[src/hdl/isaPkg.sv]
package isaPkg;

    parameter int WORD_WIDTH   = 32;  // Data and address width
    parameter int IMM_WIDTH    = 12;
    parameter int INDEX_WIDTH  = 4;   // Register index width
    parameter int OPCODE_WIDTH = 4;
    parameter int DEREF_WIDTH  = 2;

    parameter logic [INDEX_WIDTH-1:0] ZERO_REG = 4'd0;   // Always reads zero
    parameter logic [INDEX_WIDTH-1:0] PC_REG   = 4'd15;  // Program counter alias

    typedef enum logic [OPCODE_WIDTH-1:0] {
        OR     = 4'h0,
        AND    = 4'h1,
        ADD    = 4'h2,
        MUL    = 4'h3,
        RSVD4  = 4'h4,
        SHL    = 4'h5,
        CMPLT  = 4'h6,
        CMPEQ  = 4'h7,
        CMPGT  = 4'h8,
        ANDN   = 4'h9,  // X and not operand
        XOR    = 4'hA,
        SUB    = 4'hB,
        XNOR   = 4'hC,
        SHR    = 4'hD,  // Logical shift
        CMPNE  = 4'hE,
        RSVD15 = 4'hF
    } opcode_e;

    typedef enum logic [DEREF_WIDTH-1:0] {
        REG_WRITE       = 2'd0,  // Z <- result
        LOAD            = 2'd1,  // Z <- mem[result]
        STORE_AT_Z      = 2'd2,  // mem[Z] <- result
        STORE_AT_RESULT = 2'd3   // mem[result] <- Z
    } deref_e;

endpackage

[src/hdl/corePkg.sv]
package corePkg;

    // One instruction walks through these three phases in order
    typedef enum logic [1:0] {
        DECODE    = 2'd0,
        EXECUTE   = 2'd1,
        WRITEBACK = 2'd2
    } phase_e;

    parameter logic [isaPkg::WORD_WIDTH-1:0] DEFAULT_RESET_VECTOR = 32'h0000_0000;

endpackage

[src/hdl/instructionDecoder.sv]
`timescale 1ns/10ps

module instructionDecoder (
    input  logic [isaPkg::WORD_WIDTH-1:0]  iData,
    output logic [isaPkg::INDEX_WIDTH-1:0] indexZ,
    output logic [isaPkg::INDEX_WIDTH-1:0] indexX,
    output logic [isaPkg::INDEX_WIDTH-1:0] indexY,
    output logic [isaPkg::IMM_WIDTH-1:0]   immediate,
    output isaPkg::opcode_e                opcode,
    output isaPkg::deref_e                 derefMode,
    output logic                           format,
    output logic                           illegal
);

    // Bit 31 only matters for the illegal check
    assign format    = iData[30];
    assign derefMode = isaPkg::deref_e'(iData[28 +: isaPkg::DEREF_WIDTH]);
    assign indexZ    = iData[24 +: isaPkg::INDEX_WIDTH];
    assign indexX    = iData[20 +: isaPkg::INDEX_WIDTH];
    assign indexY    = iData[16 +: isaPkg::INDEX_WIDTH];
    assign opcode    = isaPkg::opcode_e'(iData[12 +: isaPkg::OPCODE_WIDTH]);
    assign immediate = iData[0 +: isaPkg::IMM_WIDTH];

    assign illegal   = &iData;  // All ones halts the core

endmodule

[src/hdl/registerFile.sv]
`timescale 1ns/10ps

module registerFile (
    input  logic                           clk,
    input  logic                           reset_n,
    input  logic                           enable,
    input  logic                           writeEnable,
    input  logic [isaPkg::INDEX_WIDTH-1:0] indexZ,
    input  logic [isaPkg::INDEX_WIDTH-1:0] indexX,
    input  logic [isaPkg::INDEX_WIDTH-1:0] indexY,
    input  logic [isaPkg::WORD_WIDTH-1:0]  writeData,
    input  logic [isaPkg::WORD_WIDTH-1:0]  pcValue,
    output logic [isaPkg::WORD_WIDTH-1:0]  valueZ,
    output logic [isaPkg::WORD_WIDTH-1:0]  valueX,
    output logic [isaPkg::WORD_WIDTH-1:0]  valueY
);

    logic [isaPkg::WORD_WIDTH-1:0] regs [1:14];  // Only the general registers
    logic [isaPkg::WORD_WIDTH-1:0] pcNext;

    assign pcNext = pcValue + 1;  // PC reads as next instruction address

    assign valueZ = (indexZ == isaPkg::ZERO_REG) ? '0 :
                    (indexZ == isaPkg::PC_REG)   ? pcNext : regs[indexZ];
    assign valueX = (indexX == isaPkg::ZERO_REG) ? '0 :
                    (indexX == isaPkg::PC_REG)   ? pcNext : regs[indexX];
    assign valueY = (indexY == isaPkg::ZERO_REG) ? '0 :
                    (indexY == isaPkg::PC_REG)   ? pcNext : regs[indexY];

    // writeEnable never arrives for index 0 or 15
    always_ff @(posedge clk) begin
        if (!reset_n) begin
            for (int i = 1; i <= 14; i++) begin
                regs[i] <= '0;
            end
        end else if (enable && writeEnable) begin
            regs[indexZ] <= writeData;
        end
    end

endmodule

[src/hdl/executeUnit.sv]
`timescale 1ns/10ps

module executeUnit (
    input  logic                          clk,
    input  logic                          reset_n,
    input  logic                          execEnable,
    input  logic                          format,
    input  isaPkg::opcode_e               opcode,
    input  logic [isaPkg::WORD_WIDTH-1:0] valueX,
    input  logic [isaPkg::WORD_WIDTH-1:0] valueY,
    input  logic [isaPkg::IMM_WIDTH-1:0]  immediate,
    output logic [isaPkg::WORD_WIDTH-1:0] result
);

    localparam int W = isaPkg::WORD_WIDTH;

    logic [W-1:0] immExt;
    logic [W-1:0] operand;
    logic [W-1:0] addend;
    logic [W-1:0] opResult;

    assign immExt  = {{(W - isaPkg::IMM_WIDTH){immediate[isaPkg::IMM_WIDTH-1]}}, immediate};
    assign operand = format ? immExt : valueY;  // Format 1 swaps Y and immediate
    assign addend  = format ? valueY : immExt;

    always_comb begin
        case (opcode)
            isaPkg::OR:    opResult = valueX | operand;
            isaPkg::AND:   opResult = valueX & operand;
            isaPkg::ADD:   opResult = valueX + operand;
            isaPkg::MUL:   opResult = valueX * operand;
            isaPkg::SHL:   opResult = valueX << operand;
            isaPkg::CMPLT: opResult = {W{$signed(valueX) < $signed(operand)}};
            isaPkg::CMPEQ: opResult = {W{valueX == operand}};
            isaPkg::CMPGT: opResult = {W{$signed(valueX) > $signed(operand)}};
            isaPkg::ANDN:  opResult = valueX & ~operand;
            isaPkg::XOR:   opResult = valueX ^ operand;
            isaPkg::SUB:   opResult = valueX - operand;
            isaPkg::XNOR:  opResult = valueX ~^ operand;
            isaPkg::SHR:   opResult = valueX >> operand;
            isaPkg::CMPNE: opResult = {W{valueX != operand}};
            default:       opResult = '0;  // Reserved opcodes leave only the addend
        endcase
    end

    always_ff @(posedge clk) begin
        if (!reset_n) begin
            result <= '0;
        end else if (execEnable) begin
            result <= opResult + addend;  // Held through writeback
        end
    end

endmodule

[src/hdl/memoryRouter.sv]
`timescale 1ns/10ps

module memoryRouter (
    input  logic                          memEnable,
    input  isaPkg::deref_e                derefMode,
    input  logic [isaPkg::WORD_WIDTH-1:0] result,
    input  logic [isaPkg::WORD_WIDTH-1:0] valueZ,
    input  logic [isaPkg::WORD_WIDTH-1:0] dReadData,
    output logic [isaPkg::WORD_WIDTH-1:0] dAddr,
    output logic [isaPkg::WORD_WIDTH-1:0] dWriteData,
    output logic                          dWrite,
    output logic [isaPkg::WORD_WIDTH-1:0] writeValue,
    output logic                          writesRegister
);

    logic isStore;

    assign isStore = (derefMode == isaPkg::STORE_AT_Z) ||
                     (derefMode == isaPkg::STORE_AT_RESULT);

    // Z is the address only when storing at Z, else the result is
    assign dAddr      = (derefMode == isaPkg::STORE_AT_Z) ? valueZ : result;
    assign dWriteData = (derefMode == isaPkg::STORE_AT_Z) ? result : valueZ;
    assign dWrite     = memEnable && isStore;

    assign writeValue     = (derefMode == isaPkg::LOAD) ? dReadData : result;
    assign writesRegister = !isStore;  // REG_WRITE and LOAD

endmodule

[src/hdl/cycleSequencer.sv]
`timescale 1ns/10ps

module cycleSequencer #(
    parameter logic [isaPkg::WORD_WIDTH-1:0] resetVector = corePkg::DEFAULT_RESET_VECTOR
) (
    input  logic                           clk,
    input  logic                           reset_n,
    input  logic                           enable,
    input  logic                           illegal,
    input  logic [isaPkg::INDEX_WIDTH-1:0] indexZ,
    input  logic                           writesRegister,
    input  logic [isaPkg::WORD_WIDTH-1:0]  writeValue,
    output logic [isaPkg::WORD_WIDTH-1:0]  iAddr,
    output logic                           halted,
    output logic                           execEnable,
    output logic                           memEnable,
    output logic                           regWriteEnable
);

    corePkg::phase_e phase;
    logic            jumping;

    assign jumping = writesRegister && (indexZ == isaPkg::PC_REG);

    assign execEnable = enable && !halted && (phase == corePkg::EXECUTE);
    assign memEnable  = (phase == corePkg::WRITEBACK);  // Qualifies dWrite

    // Z of 0 drops the write, Z of 15 goes to the program counter instead
    assign regWriteEnable = memEnable && writesRegister &&
                            (indexZ != isaPkg::ZERO_REG) &&
                            (indexZ != isaPkg::PC_REG);

    always_ff @(posedge clk) begin
        if (!reset_n) begin
            phase  <= corePkg::DECODE;
            iAddr  <= resetVector;
            halted <= 1'b0;
        end else if (enable && !halted) begin
            case (phase)
                corePkg::DECODE: begin
                    if (illegal) begin
                        halted <= 1'b1;  // Stays in DECODE until reset
                    end else begin
                        phase <= corePkg::EXECUTE;
                    end
                end
                corePkg::EXECUTE: phase <= corePkg::WRITEBACK;
                corePkg::WRITEBACK: begin
                    phase <= corePkg::DECODE;
                    iAddr <= jumping ? writeValue : iAddr + 1;
                end
                default: phase <= corePkg::DECODE;
            endcase
        end
    end

endmodule

[src/hdl/tenyrCore.sv]
`timescale 1ns/10ps

module tenyrCore #(
    parameter logic [isaPkg::WORD_WIDTH-1:0] resetVector = corePkg::DEFAULT_RESET_VECTOR
) (
    input  logic                          clk,
    input  logic                          reset_n,
    input  logic                          enable,
    output logic [isaPkg::WORD_WIDTH-1:0] iAddr,
    input  logic [isaPkg::WORD_WIDTH-1:0] iData,
    output logic [isaPkg::WORD_WIDTH-1:0] dAddr,
    output logic [isaPkg::WORD_WIDTH-1:0] dWriteData,
    output logic                          dWrite,
    input  logic [isaPkg::WORD_WIDTH-1:0] dReadData,
    output logic                          halted
);

    logic [isaPkg::INDEX_WIDTH-1:0] indexZ;
    logic [isaPkg::INDEX_WIDTH-1:0] indexX;
    logic [isaPkg::INDEX_WIDTH-1:0] indexY;
    logic [isaPkg::IMM_WIDTH-1:0]   immediate;
    isaPkg::opcode_e                opcode;
    isaPkg::deref_e                 derefMode;
    logic                           format;
    logic                           illegal;
    logic [isaPkg::WORD_WIDTH-1:0]  valueZ;
    logic [isaPkg::WORD_WIDTH-1:0]  valueX;
    logic [isaPkg::WORD_WIDTH-1:0]  valueY;
    logic [isaPkg::WORD_WIDTH-1:0]  result;
    logic [isaPkg::WORD_WIDTH-1:0]  writeValue;
    logic                           writesRegister;
    logic                           execEnable;
    logic                           memEnable;
    logic                           regWriteEnable;

    instructionDecoder i_instructionDecoder (
        .iData(iData), .indexZ(indexZ), .indexX(indexX), .indexY(indexY),
        .immediate(immediate), .opcode(opcode), .derefMode(derefMode),
        .format(format), .illegal(illegal)
    );

    registerFile i_registerFile (
        .clk(clk), .reset_n(reset_n), .enable(enable), .writeEnable(regWriteEnable),
        .indexZ(indexZ), .indexX(indexX), .indexY(indexY), .writeData(writeValue),
        .pcValue(iAddr), .valueZ(valueZ), .valueX(valueX), .valueY(valueY)
    );

    executeUnit i_executeUnit (
        .clk(clk), .reset_n(reset_n), .execEnable(execEnable), .format(format),
        .opcode(opcode), .valueX(valueX), .valueY(valueY), .immediate(immediate),
        .result(result)
    );

    memoryRouter i_memoryRouter (
        .memEnable(memEnable), .derefMode(derefMode), .result(result), .valueZ(valueZ),
        .dReadData(dReadData), .dAddr(dAddr), .dWriteData(dWriteData), .dWrite(dWrite),
        .writeValue(writeValue), .writesRegister(writesRegister)
    );

    cycleSequencer #(.resetVector(resetVector)) i_cycleSequencer (
        .clk(clk), .reset_n(reset_n), .enable(enable), .illegal(illegal),
        .indexZ(indexZ), .writesRegister(writesRegister), .writeValue(writeValue),
        .iAddr(iAddr), .halted(halted), .execEnable(execEnable),
        .memEnable(memEnable), .regWriteEnable(regWriteEnable)
    );

endmodule

[config.mk]
export PLATFORM = sky130hd
export DESIGN_NAME = tenyrCore
export DESIGN_NICKNAME = d
export VERILOG_FILES = /design/src/hdl/isaPkg.sv /design/src/hdl/corePkg.sv /design/src/hdl/instructionDecoder.sv /design/src/hdl/registerFile.sv /design/src/hdl/executeUnit.sv /design/src/hdl/memoryRouter.sv /design/src/hdl/cycleSequencer.sv /design/src/hdl/tenyrCore.sv
export SDC_FILE = /design/constraint.sdc
export NUM_CORES = 2
export LEC_CHECK = 0
export BUFFER_PORTS_ARGS = -buffer_cell sky130_fd_sc_hd__buf_2
export CAP_MARGIN = 20
export CORE_UTILIZATION = 30
export DETAILED_ROUTE_END_ITERATION = 10
export GPL_TIMING_DRIVEN = 1
export PLACE_DENSITY = 0.48
export SETUP_SLACK_MARGIN = 0.4
export SKIP_CTS_REPAIR_TIMING = 1
export SYNTH_ARGS = -nofsm -noshare
export SYNTH_HDL_FRONTEND = slang
export SYNTH_SLANG_ARGS = --single-unit
[constraint.sdc]
create_clock -name clk -period 26.7 [get_ports clk]
set_input_delay 4.005 -clock clk [delete_from_list [all_inputs] [get_ports clk]]
set_output_delay 4.005 -clock clk [all_outputs]
set_load 0.03 [all_outputs]
Word-level counts from Yosys, hierarchy flattened
Memories as Yosys holds them, arrays and structs flattened.
Index checks and enable logic that the tools add are counted.
W data, S select, Z words.
Word-level totals
  register bits: 67
  latch bits: 0
  RAM bits: 448
  ROM bits: 0
  bits of input ports: 67
  output and inout port bits: 98
  logic and storage cells: 89
  memories kept: 1
Memories
  i_registerFile.regs: words 14, bits a word 32, read ports 3, clocked after memory_dff 0, write ports 14, RTL line registerFile.sv:18  | logic [isaPkg::WORD_WIDTH-1:0] regs [1:14];
Operators by class
  add/subtract/negate cells: 4
  multipliers: 1
  div/mod/pow operators: 0
  $lt $le $gt $ge: 2
  eq/ne operators: 25
  shift operators: 2
  muxes and demuxes: 22
  bitwise operators: 6
  reductions and logical operators: 22
Operators by type and width (count)
  $pmux W32 S14: 1
  $mux W32: 13
  $add A32 B32 Y32: 2
  $and A32 B32 Y32: 2
  $eq A4 B4 Y1 const B: 10
  $reduce_and A34 Y1: 1
  $add A32 B1 Y32 const B: 1
  $eq A32 B32 Y1: 1
  $gt A32 B32 Y1: 1
  $lt A32 B32 Y1: 1
  $mul A32 B32 Y32: 1
  $ne A32 B32 Y1: 1
  $not A32 Y32: 1
  $or A32 B32 Y32: 1
  $reduce_and A32 Y1: 1
  $reduce_or A32 Y1: 1
  $shl A32 B32 Y32: 1
  $shr A32 B32 Y32: 1
  $sub A32 B32 Y32: 1
  $xnor A32 B32 Y32: 1
  $xor A32 B32 Y32: 1
  $logic_not A4 Y1: 4
  $eq A4 B3 Y1 const B: 3
  $eq A4 B2 Y1 const B: 2
  15 further kinds: 31

Logic depth before layout (Yosys ltp)
  word-level depth: 12
  mapped depth: 54
  mapped depth without buffers: 45

By module
Synthesis repeated with hierarchy kept, for this count alone.
Unflattened totals
  cells, all modules: 6312
  area total of the unflattened synthesis: 62344.8 sq um
Modules (own cells, without submodules)
  registerFile: times used 1, cells an instance 2375, area an instance 31729.2 sq um, seq. area each 15074.5 sq um
  executeUnit: times used 1, cells an instance 3481, area an instance 26769.4 sq um, seq. area each 640.6 sq um
  cycleSequencer: times used 1, cells an instance 301, area an instance 2272.2 sq um, seq. area each 700.7 sq um
  memoryRouter: times used 1, cells an instance 113, area an instance 1272.5 sq um, seq. area each 0.0 sq um
  instructionDecoder: times used 1, cells an instance 42, area an instance 301.5 sq um, seq. area each 0.0 sq um

Least setup slack after synthesis
No wires, ideal clock.
  path type: input to register
  from: in iData[16] in the netlist's numbering
  to: reg i_executeUnit.result[31] in the netlist's numbering
  setup time: 0.088 ns
  arrival time: 15.430 ns
  data required time: 26.612 ns
  slack: 11.182 ns
  cell stages on the path: 49
  path buffers: 8
  cell sequence: buf_4 -> buf_6 -> buf_4 -> nor4_1 -> nor2_1 -> a221o_1 -> clkbuf_1 -> inv_2 -> clkbuf_1 -> buf_1 -> buf_1 -> buf_1 -> nor2_1 -> fa_1 -> inv_1 -> fa_1 -> inv_1 -> fa_1 -> [... 13 more ...] -> a31oi_1 -> o21ai_0 -> a221o_1 -> a21oi_1 -> o211ai_1 -> ha_1 -> o21a_1 -> o21ai_0 -> nor2_1 -> o21a_1 -> a211oi_1 -> nor3_1 -> a2111oi_0 -> nand3b_1 -> a221o_1 -> a311o_1 -> a21o_1 -> a311oi_2
On the way
  word-level cells in the longest chain between the ends: 8
  elaborated cells on any way between the ends: 24
  those cells by class: 3 x add/sub; 1 x mul; 2 x order compare; 3 x eq/ne; 2 x shift; 5 x mux; 6 x bitwise; 1 x reduce/logical; 1 x memory
RTL lines
  start: declaration: RTL line tenyrCore.sv:10  | input logic [isaPkg::WORD_WIDTH-1:0] iData,
  $mem_v2 Z14 W32 / $eq A4 B4 Y1 (equally long branches)
  $mux W32: RTL line registerFile.sv:28  | (indexY == isaPkg::PC_REG) ? pcNext : regs[indexY];
  $mux W32 *: RTL line registerFile.sv:27  | assign valueY = (indexY == isaPkg::ZERO_REG) ? '0 :
  branches (longest 4 deep; another with $mul A32 B32 Y32)
  $add A32 B32 Y32 *: RTL line executeUnit.sv:50  | result <= opResult + addend;
  end signal: assignment: RTL line executeUnit.sv:50
  end: declaration: RTL line executeUnit.sv:12  | output logic [isaPkg::WORD_WIDTH-1:0] result
Every way passes the cells marked *.
A chain may end at the register's enable or synchronous reset.

Worst setup path in the final report
Same ends and word-level chain as after synthesis.

==> results.json <==
{
  "place_area_sq_um": 64810,
  "comb_power_share_pct": 77.2,
  "gr-total-overflow": 0,
  "drive_gt1_share_pct": 15.81,
  "core_sq_um": 200500,
  "grt_antenna_before_repair": 9,
  "path_clk_slew_ps": 70,
  "setup_slack_ps": 9630,
  "synthDistinctLibCells": 104,
  "clkPwrFrac_pct": 10.3,
  "wl_um": 285100,
  "power.internal_mw": 3.871,
  "worstPathMaxFanout": 45,
  "slowest_delay_ps": 700,
  "hp-class": "register to register",
  "p_leak_nw": 26.62,
  "dr.pass1.iters": 6,
  "portBuffers": 164,
  "die_h_um": 452.2,
  "setup_tns_ps": 0,
  "fmax_ghz": 0.05858,
  "power_frac_seq_pct": 12.5,
  "vias_per_cell": 5.866,
  "ctsHtreeMaxLevel": 2,
  "finalCriticalPeriod_ps": 17070,
  "die_area_sq_um": 204500,
  "fp-row-count": 164,
  "routedWlPerCell_um": 31.60,
  "worst_pin_slew_ps": 1208,
  "ant_nets": 0,
  "netlist_instances": 6336,
  "relSlewSlack_pct": 18.87,
  "synth_area_per_cell_sq_um": 9.597,
  "drv_slew": 0,
  "finalSetupViolations": 0,
  "dpl_worst_slack_ps": 9209,
  "die_w_um": 452.2,
  "dr_total_vias": 52916,
  "design_area_sq_um": 66800,
  "post-dp-hpwl_um": 202600,
  "initial_core_util_pct": 30.33,
  "status": "completed",
  "grt_pass1_vias": 52751,
  "grt.total_usage_pct": 27.28,
  "grt_max_degree": 107,
  "skew_ps": 26.05,
  "finalCritPeriodShare_pct": 63.93,
  "crit_slowest_cell": "a311oi_1",
  "nNetsFinal": 7041,
  "async_reset_ff_share_pct": 0,
  "critPathRequiredTime_ps": 27270,
  "startpoint_type": "input pin",
  "sw_frac_of_total_pct": 54.79,
  "hold_viol": 0,
  "synth_edf_count": 511,
  "p_total_mw": 8.563,
  "cap_violations": 0,
  "ys_ff_latch": 578,
  "grt_pass1_wl_um": 399600,
  "cts_sinks": 578,
  "ys_seq_area_share_pct": 27.44,
  "syn2layout_area_growth_pct": 9.848,
  "drcViolationCount": 0,
  "gp_congestion": 1.032,
  "path_class": "input pin to register",
  "rsz0062_at_grt": "no",
  "drtIter0Drc": 6365,
  "arrival_ps": 17640,
  "syn_area_sq_um": 60810,
  "synth_ff_type": "edfxtp_1",
  "power.density_nw_per_um2": 128.2,
  "yosys_warnings": 0,
  "end_kind": "register",
  "cp.buffers_inverters": 15,
  "clk_latency_ps": 660,
  "clockRootBuffer": "clkbuf_16",
  "cts_tree": "yes",
  "path_delay_family": "compound AO/OA/AOI/OAI gates",
  "switchingPower_mw": 4.692,
  "clock_path_buffers": 3,
  "cts_made_buffers": 59,
  "io_pins": 165,
  "vdd_drop_max_mv": 0.3198,
  "fillers": 20537
}
cells in the mapped netlist (all sizes together) (27+ instances only):
| master | number | share of area [%] |
|---|---|---|
| a221oi | 30 | 0.50 |
| dfxtp | 67 | 2.2 |
| nand4 | 33 | 0.36 |
| o22ai | 38 | 0.39 |
| o21a | 27 | 0.33 |
| nor2 | 992 | 6.1 |
| nand2 | 730 | 4.5 |
| nor3 | 67 | 0.55 |
| nor4 | 27 | 0.31 |
| a21o | 36 | 0.44 |
| o211ai | 61 | 0.76 |
| clkbuf | 341 | 2.1 |
| fa | 411 | 14 |
| o21ai | 258 | 2.2 |
| a21oi | 328 | 2.7 |
| nand2b | 34 | 0.35 |
| xnor2 | 97 | 1.4 |
| mux2 | 49 | 0.91 |
| edfxtp | 511 | 25 |
| ha | 250 | 5.1 |
| a211oi | 38 | 0.48 |
| inv | 648 | 4.0 |
| mux4 | 398 | 15 |
| buf | 154 | 1.4 |
| a31oi | 64 | 0.66 |
| and2 | 28 | 0.29 |
| o221ai | 45 | 0.66 |
| nand3 | 83 | 0.69 |
| xor2 | 45 | 0.65 |
| o21bai | 32 | 0.40 |
| mux2i | 92 | 1.5 |
state kept, by name (all words and copies together), names as in the netlist:
name and cells:
i_registerFile.regs 511, i_cycleSequencer.iAddr 32, i_executeUnit.result 32, i_cycleSequencer.phase 2, i_cycleSequencer.halted 1
layer usage:
layer,track usage (%),routed length [um],up-vias
li1,-,-,22152
met1,32.78,105800,27067
met2,45.07,133500,2963
met3,4.824,24060,726
met4,17.38,21630,8
met5,0,55,-
layout by cell type (no fill, tap or decap), types with 27 or more instances in the layout:
cell,synthesis,layout
buf_4,16,183
edfxtp_1,511,511
o221ai_1,44,44
conb_1,1,63
a31oi_1,64,62
a221oi_1,27,27
clkbuf_16,0,60
mux2_2,43,43
nor2_1,992,987
o21ai_0,234,233
o22ai_1,38,38
xnor2_1,97,97
mux2i_1,92,75
dfxtp_1,67,67
o21bai_1,32,32
nand4_1,32,32
nand2_1,729,704
xor2_1,45,45
buf_2,40,157
fa_1,411,411
ha_1,250,250
o211ai_1,60,60
nand2b_1,34,33
a21o_1,36,36
inv_1,635,633
nor3_1,67,63
nand3_1,82,77
mux4_2,398,398
a21oi_1,327,325
a211oi_1,37,37
power groups by stage:
stage | Clock, mW | Combinational (mW) | Sequential, mW
final | 0.878 | 6.61 | 1.07
after global routing | 0.915 | 7.21 | 1.08
after CTS | 0.887 | 6.52 | 1.07
after detailed placement | 0 | 6.47 | 1.09
after global placement | 0 | 6.46 | 1.09
after floorplan | 0 | 4.16 | 1.07
logic make-up after synthesis:
kind of cell | Yosys count | synth area share (%)
mux | 539 | 17.16
compound gates | 1143 | 12.21
simple gates | 2114 | 14.56
flops | 578 | 27.44
fa+ha+maj | 661 | 18.67
buf+inv | 1148 | 7.531
xor+xnor | 152 | 2.418
other cells | 1 | 0.006167
path summary, 6_finish.rpt:
| path | start | endpoint | slack, ps | cells after the start |
|---|---|---|---|---|
| max | iData[16] | i_executeUnit.result[31] | 9630 | 47 |
| min reg2reg | i_executeUnit.result[10] | i_executeUnit.result[10] | 510 | 2 |
| min | i_executeUnit.result[10] | i_executeUnit.result[10] | 510 | 2 |
| max reg2reg | i_cycleSequencer.iAddr[1] | i_executeUnit.result[31] | 13150 | 40 |
tightest hold or removal path: cells and delay by family (launching register included):
family / cells / cell delay, ps
flip-flops: 1 / 350
AND/OR/NAND/NOR: 1 / 70
AO/OA/AOI/OAI: 1 / 50
metrics by stage:
step           util [%]  std cells  hold slack [ps]
2_1_floorplan         -       6398            457.7
3_3_place_gp      32.32       8905            481.7
3_5_place_dp      32.33       8907            492.6
4_1_cts           33.31       9017            508.8
5_1_grt           33.32       9019            530.2
6_report          33.32       9021            512.4
area by class of cell:
type / instances / area (sq um) / area share [%]
antenna: 3 / 7.507 / 0.01124
clock buffer: 68 / 1531 / 2.293
clock inverter: 42 / 444.2 / 0.6650
inverter: 653 / 2451 / 3.669
multi-input combinational: 4672 / 40090 / 60.02
sequential: 578 / 16690 / 24.98
tap: 2656 / 3323 / 4.975
timing repair buffer: 349 / 2261 / 3.385
(Power assumes the default switching activity.)
